===== src/core_cfg.svh =====
`ifndef CORE_CFG_SVH
`define CORE_CFG_SVH

// ============================================================
// Core dimensions
// ============================================================

// Datapath width
`define CORE_XLEN 32

// Architectural register count
`define CORE_NREGS 16

// Bits needed to name one register
`define CORE_RIDX 4

`endif


===== src/core_pkg.sv =====
`include "core_cfg.svh"

package core_pkg;

  // ARM data-processing opcodes, numbered as in the real encoding
  typedef enum logic [3:0] {
    AND = 4'h0,
    EOR = 4'h1,
    SUB = 4'h2,
    RSB = 4'h3,
    ADD = 4'h4,
    CMP = 4'ha,
    ORR = 4'hc,
    MOV = 4'hd,
    MVN = 4'hf
  } aluOpT;

  typedef enum logic [1:0] {LSL, LSR, ASR, ROR} shiftKindT;

  // Bypass source for a captured operand
  typedef enum logic [1:0] {REGFILE, FROM_EXEC, FROM_WB} fwdSelT;

  typedef struct packed {
    logic n;
    logic z;
    logic c;
    logic v;
  } flagsT;

  // ============================================================
  // Instruction word
  // ============================================================

  // Immediate form of operand 2, bits 17:12 are zero
  typedef struct packed {
    logic [5:0] unused;
    logic [3:0] rot;
    logic [7:0] imm8;
  } immOpT;

  // Register form of operand 2, rm sits in the low imm8 bits
  typedef struct packed {
    logic [6:0] unused;
    logic [4:0] shAmt;
    shiftKindT  shKind;
    logic [`CORE_RIDX-1:0] rm;
  } regOpT;

  typedef union packed {
    immOpT imm;
    regOpT rg;
  } opnd2T;

  // 4+1+1+4+4+18 = 32 bits
  typedef struct packed {
    aluOpT op;
    logic  setFlags;
    logic  immSel;
    logic [`CORE_RIDX-1:0] rd;
    logic [`CORE_RIDX-1:0] rn;
    opnd2T opnd;
  } instrT;

  // ============================================================
  // Stage payloads
  // ============================================================

  // Decode to execute, operands already bypassed
  typedef struct packed {
    aluOpT op;
    logic  setFlags;
    logic [`CORE_RIDX-1:0] rd;
    logic [`CORE_XLEN-1:0] opA;
    logic [`CORE_XLEN-1:0] opB;
    logic  immSel;
    logic [7:0] imm8;
    logic [3:0] rot;
    shiftKindT shKind;
    logic [4:0] shAmt;
  } execPayT;

  // Retirement record, flags hold the state after this instruction
  typedef struct packed {
    logic [`CORE_RIDX-1:0] rd;
    logic  write;
    logic [`CORE_XLEN-1:0] value;
    flagsT flags;
  } wbT;

endpackage


===== src/stageReg.sv =====
`timescale 1ns/1ps

module stageReg #(
  parameter type T = logic [31:0]
) (
  input  logic clk,
  input  logic rstN,
  input  logic en,
  input  logic inVld,
  input  T     inData,
  output logic outVld,
  output T     outData
);

  // Valid bit and payload move together
  always_ff @(posedge clk or negedge rstN) begin
    if (!rstN) begin
      outVld  <= 1'b0;
      outData <= '0;
    end else if (en) begin
      outVld  <= inVld;
      outData <= inData;
    end
  end

  // A frozen stage keeps its instruction until the pipe moves again
  holdWhileStalled: assert property (
    @(posedge clk) disable iff (!rstN)
    (!en && outVld) |=> (outVld && $stable(outData))
  ) else $error("stageReg lost or changed a held instruction");

endmodule


===== src/regFile.sv =====
`timescale 1ns/1ps
`include "core_cfg.svh"

module regFile (
  input  logic clk,
  input  logic rstN,
  input  logic [`CORE_RIDX-1:0] raddrA,
  input  logic [`CORE_RIDX-1:0] raddrB,
  input  logic we,
  input  logic [`CORE_RIDX-1:0] waddr,
  input  logic [`CORE_XLEN-1:0] wdata,
  output logic [`CORE_XLEN-1:0] rdataA,
  output logic [`CORE_XLEN-1:0] rdataB
);

  logic [`CORE_XLEN-1:0] regs [`CORE_NREGS];

  // ============================================================
  // Write port
  // ============================================================

  // All registers start at zero
  always_ff @(posedge clk or negedge rstN) begin
    if (!rstN) begin
      for (int i = 0; i < `CORE_NREGS; i++) begin
        regs[i] <= '0;
      end
    end else if (we) begin
      regs[waddr] <= wdata;
    end
  end

  // ============================================================
  // Read ports
  // ============================================================

  // Same-cycle write is not visible here
  // Decode bypass supplies the new value instead
  assign rdataA = regs[raddrA];
  assign rdataB = regs[raddrB];

  writeAddrKnown: assert property (
    @(posedge clk) disable iff (!rstN)
    we |-> !$isunknown(waddr)
  ) else $error("regFile write with unknown address");

endmodule


===== src/barrelShifter.sv =====
`timescale 1ns/1ps
`include "core_cfg.svh"

module barrelShifter import core_pkg::*; (
  input  logic immSel,
  input  logic [7:0] imm8,
  input  logic [3:0] rot,
  input  logic [`CORE_XLEN-1:0] regVal,
  input  shiftKindT shKind,
  input  logic [4:0] shAmt,
  output logic [`CORE_XLEN-1:0] op2
);

  logic [4:0] immAmt;
  logic [2*`CORE_XLEN-1:0] immDbl;
  logic [2*`CORE_XLEN-1:0] immShr;
  logic [2*`CORE_XLEN-1:0] regDbl;
  logic [2*`CORE_XLEN-1:0] regShr;
  logic [`CORE_XLEN-1:0] immVal;
  logic [`CORE_XLEN-1:0] shVal;

  // ============================================================
  // Immediate path
  // ============================================================

  // Rotation is twice the 4-bit field
  assign immAmt = {rot, 1'b0};

  // Doubled word turns a rotate into a plain right shift
  assign immDbl = {{(`CORE_XLEN-8){1'b0}}, imm8, {(`CORE_XLEN-8){1'b0}}, imm8};
  assign immShr = immDbl >> immAmt;
  assign immVal = immShr[`CORE_XLEN-1:0];

  // ============================================================
  // Register path
  // ============================================================

  assign regDbl = {regVal, regVal};
  assign regShr = regDbl >> shAmt;

  // Amount 0 falls through every kind unchanged
  always_comb begin
    unique case (shKind)
      LSL: shVal = regVal << shAmt;
      LSR: shVal = regVal >> shAmt;
      // Sign bit fills from the left
      ASR: shVal = $signed(regVal) >>> shAmt;
      // Low half of the shifted pair is the rotated word
      ROR: shVal = regShr[`CORE_XLEN-1:0];
      default: shVal = regVal;
    endcase
  end

  assign op2 = immSel ? immVal : shVal;

endmodule


===== src/aluUnit.sv =====
`timescale 1ns/1ps
`include "core_cfg.svh"

module aluUnit import core_pkg::*; (
  input  aluOpT op,
  input  logic [`CORE_XLEN-1:0] a,
  input  logic [`CORE_XLEN-1:0] b,
  input  flagsT oldFlags,
  output logic [`CORE_XLEN-1:0] result,
  output flagsT flags
);

  logic [`CORE_XLEN-1:0] addX;
  logic [`CORE_XLEN-1:0] addY;
  logic [`CORE_XLEN:0] sum;
  logic isSub;
  logic isArith;

  // ============================================================
  // Shared adder
  // ============================================================

  // RSB swaps the inputs, SUB and CMP invert y and add one
  always_comb begin
    addX  = a;
    addY  = b;
    isSub = 1'b0;
    case (op)
      SUB, CMP: isSub = 1'b1;
      RSB: begin
        addX  = b;
        addY  = ~a;
        isSub = 1'b1;
      end
      default: isSub = 1'b0;
    endcase
    if (isSub && op != RSB) addY = ~b;
  end

  // Carry out doubles as "no borrow" on subtracts
  assign sum = {1'b0, addX} + {1'b0, addY} + {{`CORE_XLEN{1'b0}}, isSub};

  assign isArith = (op == ADD) || (op == SUB) || (op == RSB) || (op == CMP);

  // ============================================================
  // Result select
  // ============================================================

  always_comb begin
    case (op)
      AND: result = a & b;
      EOR: result = a ^ b;
      ORR: result = a | b;
      MOV: result = b;
      MVN: result = ~b;
      default: result = sum[`CORE_XLEN-1:0];
    endcase
  end

  // N and Z always track the result
  assign flags.n = result[`CORE_XLEN-1];
  assign flags.z = (result == '0);
  // Logical ops keep the old C and V
  assign flags.c = isArith ? sum[`CORE_XLEN] : oldFlags.c;
  assign flags.v = isArith ? ((addX[`CORE_XLEN-1] == addY[`CORE_XLEN-1]) &&
                              (sum[`CORE_XLEN-1] != addX[`CORE_XLEN-1]))
                           : oldFlags.v;

  // Unknown op only appears in bubbles before the first instruction
  always_comb begin
    opDefined: assert final ($isunknown(op) ||
                             op inside {AND, EOR, SUB, RSB, ADD, ORR, MOV, MVN, CMP})
      else $error("aluUnit got undefined opcode %h", op);
  end

endmodule


===== src/coreControl.sv =====
`timescale 1ns/1ps
`include "core_cfg.svh"

module coreControl import core_pkg::*; (
  input  logic clk,
  input  logic rstN,
  input  logic decVld,
  input  instrT decInstr,
  input  logic exeVld,
  input  execPayT exePay,
  input  logic wbVld,
  input  wbT wbRec,
  input  logic resRdy,
  output logic advance,
  output fwdSelT fwdA,
  output fwdSelT fwdB,
  output fwdSelT fwdFlagSel,
  output logic rfWe,
  output flagsT flagReg
);

  logic [`CORE_RIDX-1:0] rn;
  logic [`CORE_RIDX-1:0] rm;
  logic exeWrites;
  logic wbWrites;
  logic resFire;

  // ============================================================
  // Pipeline enable
  // ============================================================

  // Only a full writeback stage facing a busy consumer stalls
  assign advance = !(wbVld && !resRdy);
  assign resFire = wbVld && resRdy;

  // ============================================================
  // Operand bypass
  // ============================================================

  assign rn = decInstr.rn;
  assign rm = decInstr.opnd.rg.rm;

  // CMP never writes and so never forwards
  assign exeWrites = exeVld && (exePay.op != CMP);
  assign wbWrites  = wbVld && wbRec.write;

  // Execute is younger and wins over writeback
  always_comb begin
    fwdA = REGFILE;
    fwdB = REGFILE;
    if (decVld) begin
      if (exeWrites && exePay.rd == rn) fwdA = FROM_EXEC;
      else if (wbWrites && wbRec.rd == rn) fwdA = FROM_WB;

      if (exeWrites && exePay.rd == rm) fwdB = FROM_EXEC;
      else if (wbWrites && wbRec.rd == rm) fwdB = FROM_WB;
    end
  end

  // Flags for the ALU come from the instruction just ahead of it
  assign fwdFlagSel = wbVld ? FROM_WB : REGFILE;

  // ============================================================
  // Architectural updates
  // ============================================================

  assign rfWe = resFire && wbRec.write;

  // Record flags already equal the old state when setFlags was clear
  always_ff @(posedge clk or negedge rstN) begin
    if (!rstN) begin
      flagReg <= '0;
    end else if (resFire) begin
      flagReg <= wbRec.flags;
    end
  end

  // A retiring record is fully defined
  retireKnown: assert property (
    @(posedge clk) disable iff (!rstN)
    resFire |-> !$isunknown(wbRec)
  ) else $error("Result handshake with unknown record bits");

endmodule


===== src/execCore.sv =====
`timescale 1ns/1ps
`include "core_cfg.svh"

module execCore import core_pkg::*; (
  input  logic clk,
  input  logic rstN,
  input  logic inVld,
  output logic inRdy,
  input  instrT inInstr,
  output logic resVld,
  input  logic resRdy,
  output wbT resRec
);

  logic advance;
  logic decVld;
  logic exeVld;
  logic wbVld;
  logic rfWe;
  instrT decInstr;
  execPayT exePayNext;
  execPayT exePay;
  wbT wbNext;
  wbT wbRec;
  fwdSelT fwdA;
  fwdSelT fwdB;
  fwdSelT fwdFlagSel;
  flagsT flagReg;
  flagsT oldFlags;
  flagsT aluFlags;
  logic [`CORE_XLEN-1:0] rdataA;
  logic [`CORE_XLEN-1:0] rdataB;
  logic [`CORE_XLEN-1:0] op2;
  logic [`CORE_XLEN-1:0] aluRes;

  coreControl ctrl (
    .clk(clk), .rstN(rstN),
    .decVld(decVld), .decInstr(decInstr),
    .exeVld(exeVld), .exePay(exePay),
    .wbVld(wbVld), .wbRec(wbRec), .resRdy(resRdy),
    .advance(advance), .fwdA(fwdA), .fwdB(fwdB),
    .fwdFlagSel(fwdFlagSel), .rfWe(rfWe), .flagReg(flagReg)
  );

  assign inRdy = advance;

  // ============================================================
  // Decode
  // ============================================================

  stageReg #(.T(instrT)) decStage (
    .clk(clk), .rstN(rstN), .en(advance),
    .inVld(inVld), .inData(inInstr),
    .outVld(decVld), .outData(decInstr)
  );

  regFile rf (
    .clk(clk), .rstN(rstN),
    .raddrA(decInstr.rn), .raddrB(decInstr.opnd.rg.rm),
    .we(rfWe), .waddr(wbRec.rd), .wdata(wbRec.value),
    .rdataA(rdataA), .rdataB(rdataB)
  );

  // Operand capture with bypass from execute and writeback
  always_comb begin
    exePayNext.op       = decInstr.op;
    exePayNext.setFlags = decInstr.setFlags;
    exePayNext.rd       = decInstr.rd;
    exePayNext.immSel   = decInstr.immSel;
    exePayNext.imm8     = decInstr.opnd.imm.imm8;
    exePayNext.rot      = decInstr.opnd.imm.rot;
    exePayNext.shKind   = decInstr.opnd.rg.shKind;
    exePayNext.shAmt    = decInstr.opnd.rg.shAmt;
    case (fwdA)
      FROM_EXEC: exePayNext.opA = aluRes;
      FROM_WB:   exePayNext.opA = wbRec.value;
      default:   exePayNext.opA = rdataA;
    endcase
    case (fwdB)
      FROM_EXEC: exePayNext.opB = aluRes;
      FROM_WB:   exePayNext.opB = wbRec.value;
      default:   exePayNext.opB = rdataB;
    endcase
  end

  // ============================================================
  // Execute
  // ============================================================

  stageReg #(.T(execPayT)) exeStage (
    .clk(clk), .rstN(rstN), .en(advance),
    .inVld(decVld), .inData(exePayNext),
    .outVld(exeVld), .outData(exePay)
  );

  barrelShifter shifter (
    .immSel(exePay.immSel), .imm8(exePay.imm8), .rot(exePay.rot),
    .regVal(exePay.opB), .shKind(exePay.shKind), .shAmt(exePay.shAmt),
    .op2(op2)
  );

  // Writeback record is the newest flag state if present
  assign oldFlags = (fwdFlagSel == FROM_WB) ? wbRec.flags : flagReg;

  aluUnit alu (
    .op(exePay.op), .a(exePay.opA), .b(op2),
    .oldFlags(oldFlags), .result(aluRes), .flags(aluFlags)
  );

  always_comb begin
    wbNext.rd    = exePay.rd;
    wbNext.write = (exePay.op != CMP);
    wbNext.value = aluRes;
    wbNext.flags = exePay.setFlags ? aluFlags : oldFlags;
  end

  // ============================================================
  // Writeback
  // ============================================================

  stageReg #(.T(wbT)) wbStage (
    .clk(clk), .rstN(rstN), .en(advance),
    .inVld(exeVld), .inData(wbNext),
    .outVld(wbVld), .outData(wbRec)
  );

  assign resVld = wbVld;
  assign resRec = wbRec;

endmodule


===== config.mk =====
export PLATFORM = sky130hd
export DESIGN_NAME = execCore
export DESIGN_NICKNAME = d
export VERILOG_FILES = /design/src/core_pkg.sv /design/src/stageReg.sv /design/src/regFile.sv /design/src/barrelShifter.sv /design/src/aluUnit.sv /design/src/coreControl.sv /design/src/execCore.sv
export VERILOG_INCLUDE_DIRS = /design/src /design/src/src
export SDC_FILE = /design/constraint.sdc
export NUM_CORES = 2
export LEC_CHECK = 0
export BUFFER_PORTS_ARGS = -buffer_cell sky130_fd_sc_hd__buf_2
export CAP_MARGIN = 15
export CORE_UTILIZATION = 40
export DETAILED_ROUTE_END_ITERATION = 8
export PLACE_DENSITY_LB_ADDON = 0.2
export SYNTH_ARGS = -nofsm -noshare
export SYNTH_HDL_FRONTEND = slang
export SYNTH_SLANG_ARGS = --single-unit

===== constraint.sdc =====
create_clock -name clk -period 7.5 [get_ports clk]
set_input_delay 1.5 -clock clk [delete_from_list [all_inputs] [get_ports clk]]
set_output_delay 1.5 -clock clk [all_outputs]
set_load 0.02 [all_outputs]

==> metrics.md <==
| Metric | Value |
|---|---|
| Status | `finished, violations left` |
| Failing checks | `DRC` |
| Final instance area | `51150 um^2` |
| Internal power | `14.83 mW` |
| Lkg Pwr | `21.84 nW` |
| Warnings, synthesis | `0` |
| Layout cells sized above 1 | `35.54%` |
| CP peak stage delay | `0.73 ns` |
| Htree depth | `3` |
| # port buffers | `72` |
| WS Path Type | `register to register` |
| Netlist cell types | `106` |
| FP Rows | `124` |
| Worst R2R Path Depth | `26` |
| Post-CTS Repair Setup Buffers | `0` |
| Worst relative slew slack | `18.67%` |
| Finished Core Util | `44.67%` |
| Hold Crit Class | `register to register` |
| Post-CTS Resized | `0` |
| Nets | `4082` |
| CTS tree | `yes` |
| Die H | `341.9 um` |
| Skew final | `0.02940 ns` |
| Synth Instances | `4019` |
| Area grow syn2layout | `10.69%` |
| Sequential share of the synthesized area | `36.39%` |
| Routability cong. | `0.9959` |
| Sw frac | `47.21%` |
| Max clock buf depth | `3` |
| Final-report max-slew violation count | `0` |
| Register share of total power | `25.3%` |
| Comb power frac | `60.2%` |
| Residual DRC count | `18` |
| Core area | `114500 um^2` |
| Peak Freq | `145.3 MHz` |
| Post-synthesis async set-or-reset flop share | `100.0%` |
| Crit-path slowest cell | `mux4_1` |
| TritonRoute pass-1 iters | `9` |
| # IOs | `79` |
| Clock share of power | `14.5%` |
| CTS Sinks | `672` |
| NetSw | `13.26 mW` |
| Worst skew pair latency | `0.66 ns` |
| Syn_nets | `4152` |
| CP Max Fanout | `14` |
| Hold path startpoint | `decStage.outData[31]` |
| Post-DRT Antenna Nets | `0` |
| Num CTS Buffers | `74` |
| Setup-failing EPs final | `0` |
| Vias in the first global route | `34937` |
| Setup WS pre-CTS | `0.6680 ns` |
| Yosys top cell by area | `dfrtp_1` |
| EDFF count, synth | `0` |
| Post-synth top area share | `36.39%` |
| Worst-path clk slew | `0.06 ns` |
| Global-route wire length before repair | `251300 um` |
| R2R Path Start | `exeStage.outData[0]` |
| Iter 0 DRT Violations | `3964` |
| Area contributors post-synth | `dfrtp_1 36%, mux4_2 18%, mux2_2 13%, nand2_1 3.0%, ha_1 2.6%` |
| Cts hold-fix bufs | `0` |
| Most used cell, CP | `buf_4` |
| Final worst setup slack | `0.6169 ns` |
| Max Cap Viol | `0` |
| Hold Crit Depth | `2` |
| Worst slew pin tran | `1.211 ns` |
| Number of synthesized register bits | `672` |
| Avg Synthesized Cell Area | `11.50 um^2` |
| DP HPWL | `118200 um` |
| Final global-route overflow total | `0` |
| Wirelength, routed | `172200 um` |
| Final period util | `91.78%` |
| Total Routing Usage GR | `29.25%` |
| Root Buffer | `clkbuf_16` |
| DR WL/cell | `31.17 um` |
| Worst EP required | `8.05 ns` |
| Reg2reg end | `exeStage.outData[50]` |
| CP arrival | `7.43 ns` |
| Die ar. | `116900 um^2` |
| Largest net degree at the start of global routing | `167` |
| Mapped Area | `46210 um^2` |
| Starting density of the core | `40.36%` |
| Startpoint types | `register` |
| R2R Setup Slk | `0.62 ns` |
| Final Critical Period | `6.883 ns` |
| Hold EP | `decStage.outData[31]` |
| Fillers | `10575` |
| Peak supply drop | `267.0 uV` |
| Pwr Density | `549.0 nW/um^2` |
| RSZ-0062 raised after global routing | `false` |
| Initial antenna violation count | `3` |
| Placed Area | `48440 um^2` |
| Total power draw | `28.08 mW` |
| Die Span X | `341.9 um` |
| Nature of the critical path endpoint | `register` |
| Vias/cell | `6.543` |
| Primary FF master, synth | `dfrtp_1` |
| Sum Neg Setup Slack | `0 ns` |
| Hold Vio Cnt, Final | `0` |
| DR vias | `36136` |
-- worst max path at each step --
stage | depth (start not counted) | to | from
after floorplan | 23 | wbStage.outData[2] | exeStage.outData[0]
after global placement | 26 | exeStage.outData[50] | exeStage.outData[0]
after detailed placement | 26 | exeStage.outData[50] | exeStage.outData[0]
after CTS | 26 | exeStage.outData[50] | exeStage.outData[0]
after global routing | 23 | exeStage.outData[82] | exeStage.outData[0]
final | 26 | exeStage.outData[50] | exeStage.outData[0]
-- synthesized netlist by cell type (11+ instances only) --
library cell,number
a31oi_1,40
a22oi_1,57
xnor2_1,22
nand3_1,58
nor2_1,233
buf_1,99
a21o_1,23
clkbuf_1,266
xor2_1,14
buf_4,11
nor4_1,11
buf_6,11
or3_1,13
mux2_2,551
a21oi_1,148
nor2b_1,23
nor3_1,38
buf_2,30
o22ai_1,25
a211oi_1,59
o221ai_1,20
o21a_1,16
dfrtp_1,672
nand2_1,365
mux2i_1,100
and3_1,18
a22o_1,26
inv_1,87
and2_1,14
o2111ai_1,16
o21ai_0,141
a221oi_1,35
mux4_2,379
o211ai_1,29
mux4_1,19
ha_1,95
nand2b_1,32
-- routing by layer --
| layer | share of wire, % | global-route usage, % | up-vias |
|---|---|---|---|
| met5 | 0 | 0 | - |
| met4 | 4.9 | 12.75 | 0 |
| met3 | 8.2 | 5.232 | 342 |
| met2 | 44 | 43.80 | 1710 |
| met1 | 43 | 41.46 | 18890 |
| li1 | - | - | 15194 |
-- registers in the layout, indices dropped and copies added, names as in the netlist --
register          cells
rf.regs             512
exeStage.outData     86
wbStage.outData      41
decStage.outData     26
ctrl.flagReg          4
decStage.outVld       1
exeStage.outVld       1
wbStage.outVld        1
-- critical path: cells and delay by family (launching register included) --
family / cells / cell delay, ns
AO/OA/AOI/OAI: 10 / 2.27
adder cells (fa/ha/maj): 2 / 0.73
buffers and inverters: 6 / 0.90
flip-flops: 1 / 0.57
multiplexers: 3 / 1.38
AND/OR/NAND/NOR: 5 / 0.93
-- cell type report --
cell class / instances / area, um^2 / share of cell area, %
sequential: 672 / 16850 / 32.95
multi-input combinational: 2831 / 27350 / 53.47
tap: 1512 / 1892 / 3.699
inverter: 94 / 362.8 / 0.7094
timing repair buffer: 276 / 1987 / 3.884
clock inverter: 38 / 595.6 / 1.164
antenna: 1 / 2.502 / 0.004892
clock buffer: 99 / 2107 / 4.119
-- stage by stage --
step,instances,hold WS [ns]
2_1_floorplan,4019,0.4386
3_3_place_gp,5384,0.4547
3_5_place_dp,5384,0.4556
4_1_cts,5521,0.4727
5_1_grt,5522,0.4977
6_report,5523,0.4685
-- power by group through the flow --
stage	registers (mW)	logic [mW]	clock network [mW]
final	7.11	16.9	4.07
after global routing	7.37	17.8	4.27
after CTS	7.07	16.5	4.14
after detailed placement	7.13	16.4	0
after global placement	7.05	16.4	0
after floorplan	6.13	11.3	0
-- cell families after synthesis --
group | synth area share [%]
XOR/XNOR | 0.6823
multiplexers | 35.21
AND/OR/NAND/NOR | 8.313
adder cells (fa/ha/maj) | 2.659
buffers and inverters | 4.717
AO/OA/AOI/OAI | 12.03
flip-flops | 36.39
-- layout by cell type (no fill, tap or decap), types with 11 or more instances in the layout --
master / n
a22oi_1: 57
inv_1: 86
a21oi_1: 148
nor2_1: 225
clkbuf_8: 14
xnor2_1: 22
or3_1: 13
xor2_1: 14
nor3_1: 35
o21a_1: 16
mux4_2: 379
nand2b_1: 32
and3_1: 18
nor2b_1: 22
and2_1: 14
a21o_1: 23
mux2_2: 551
ha_1: 95
mux4_1: 19
a211oi_1: 57
mux2i_1: 100
o221ai_1: 20
o211ai_1: 29
a221oi_1: 35
nor4_1: 11
a31oi_1: 40
o2111ai_1: 16
nand2_1: 358
a22o_1: 26
clkinv_2: 14
nand3_1: 56
o22ai_1: 25
buf_2: 72
dfrtp_1: 659
o21ai_0: 141
bufinv_16: 12
clkbuf_16: 75
buf_4: 196
No activity file was read; power rests on OpenSTA's default activity.
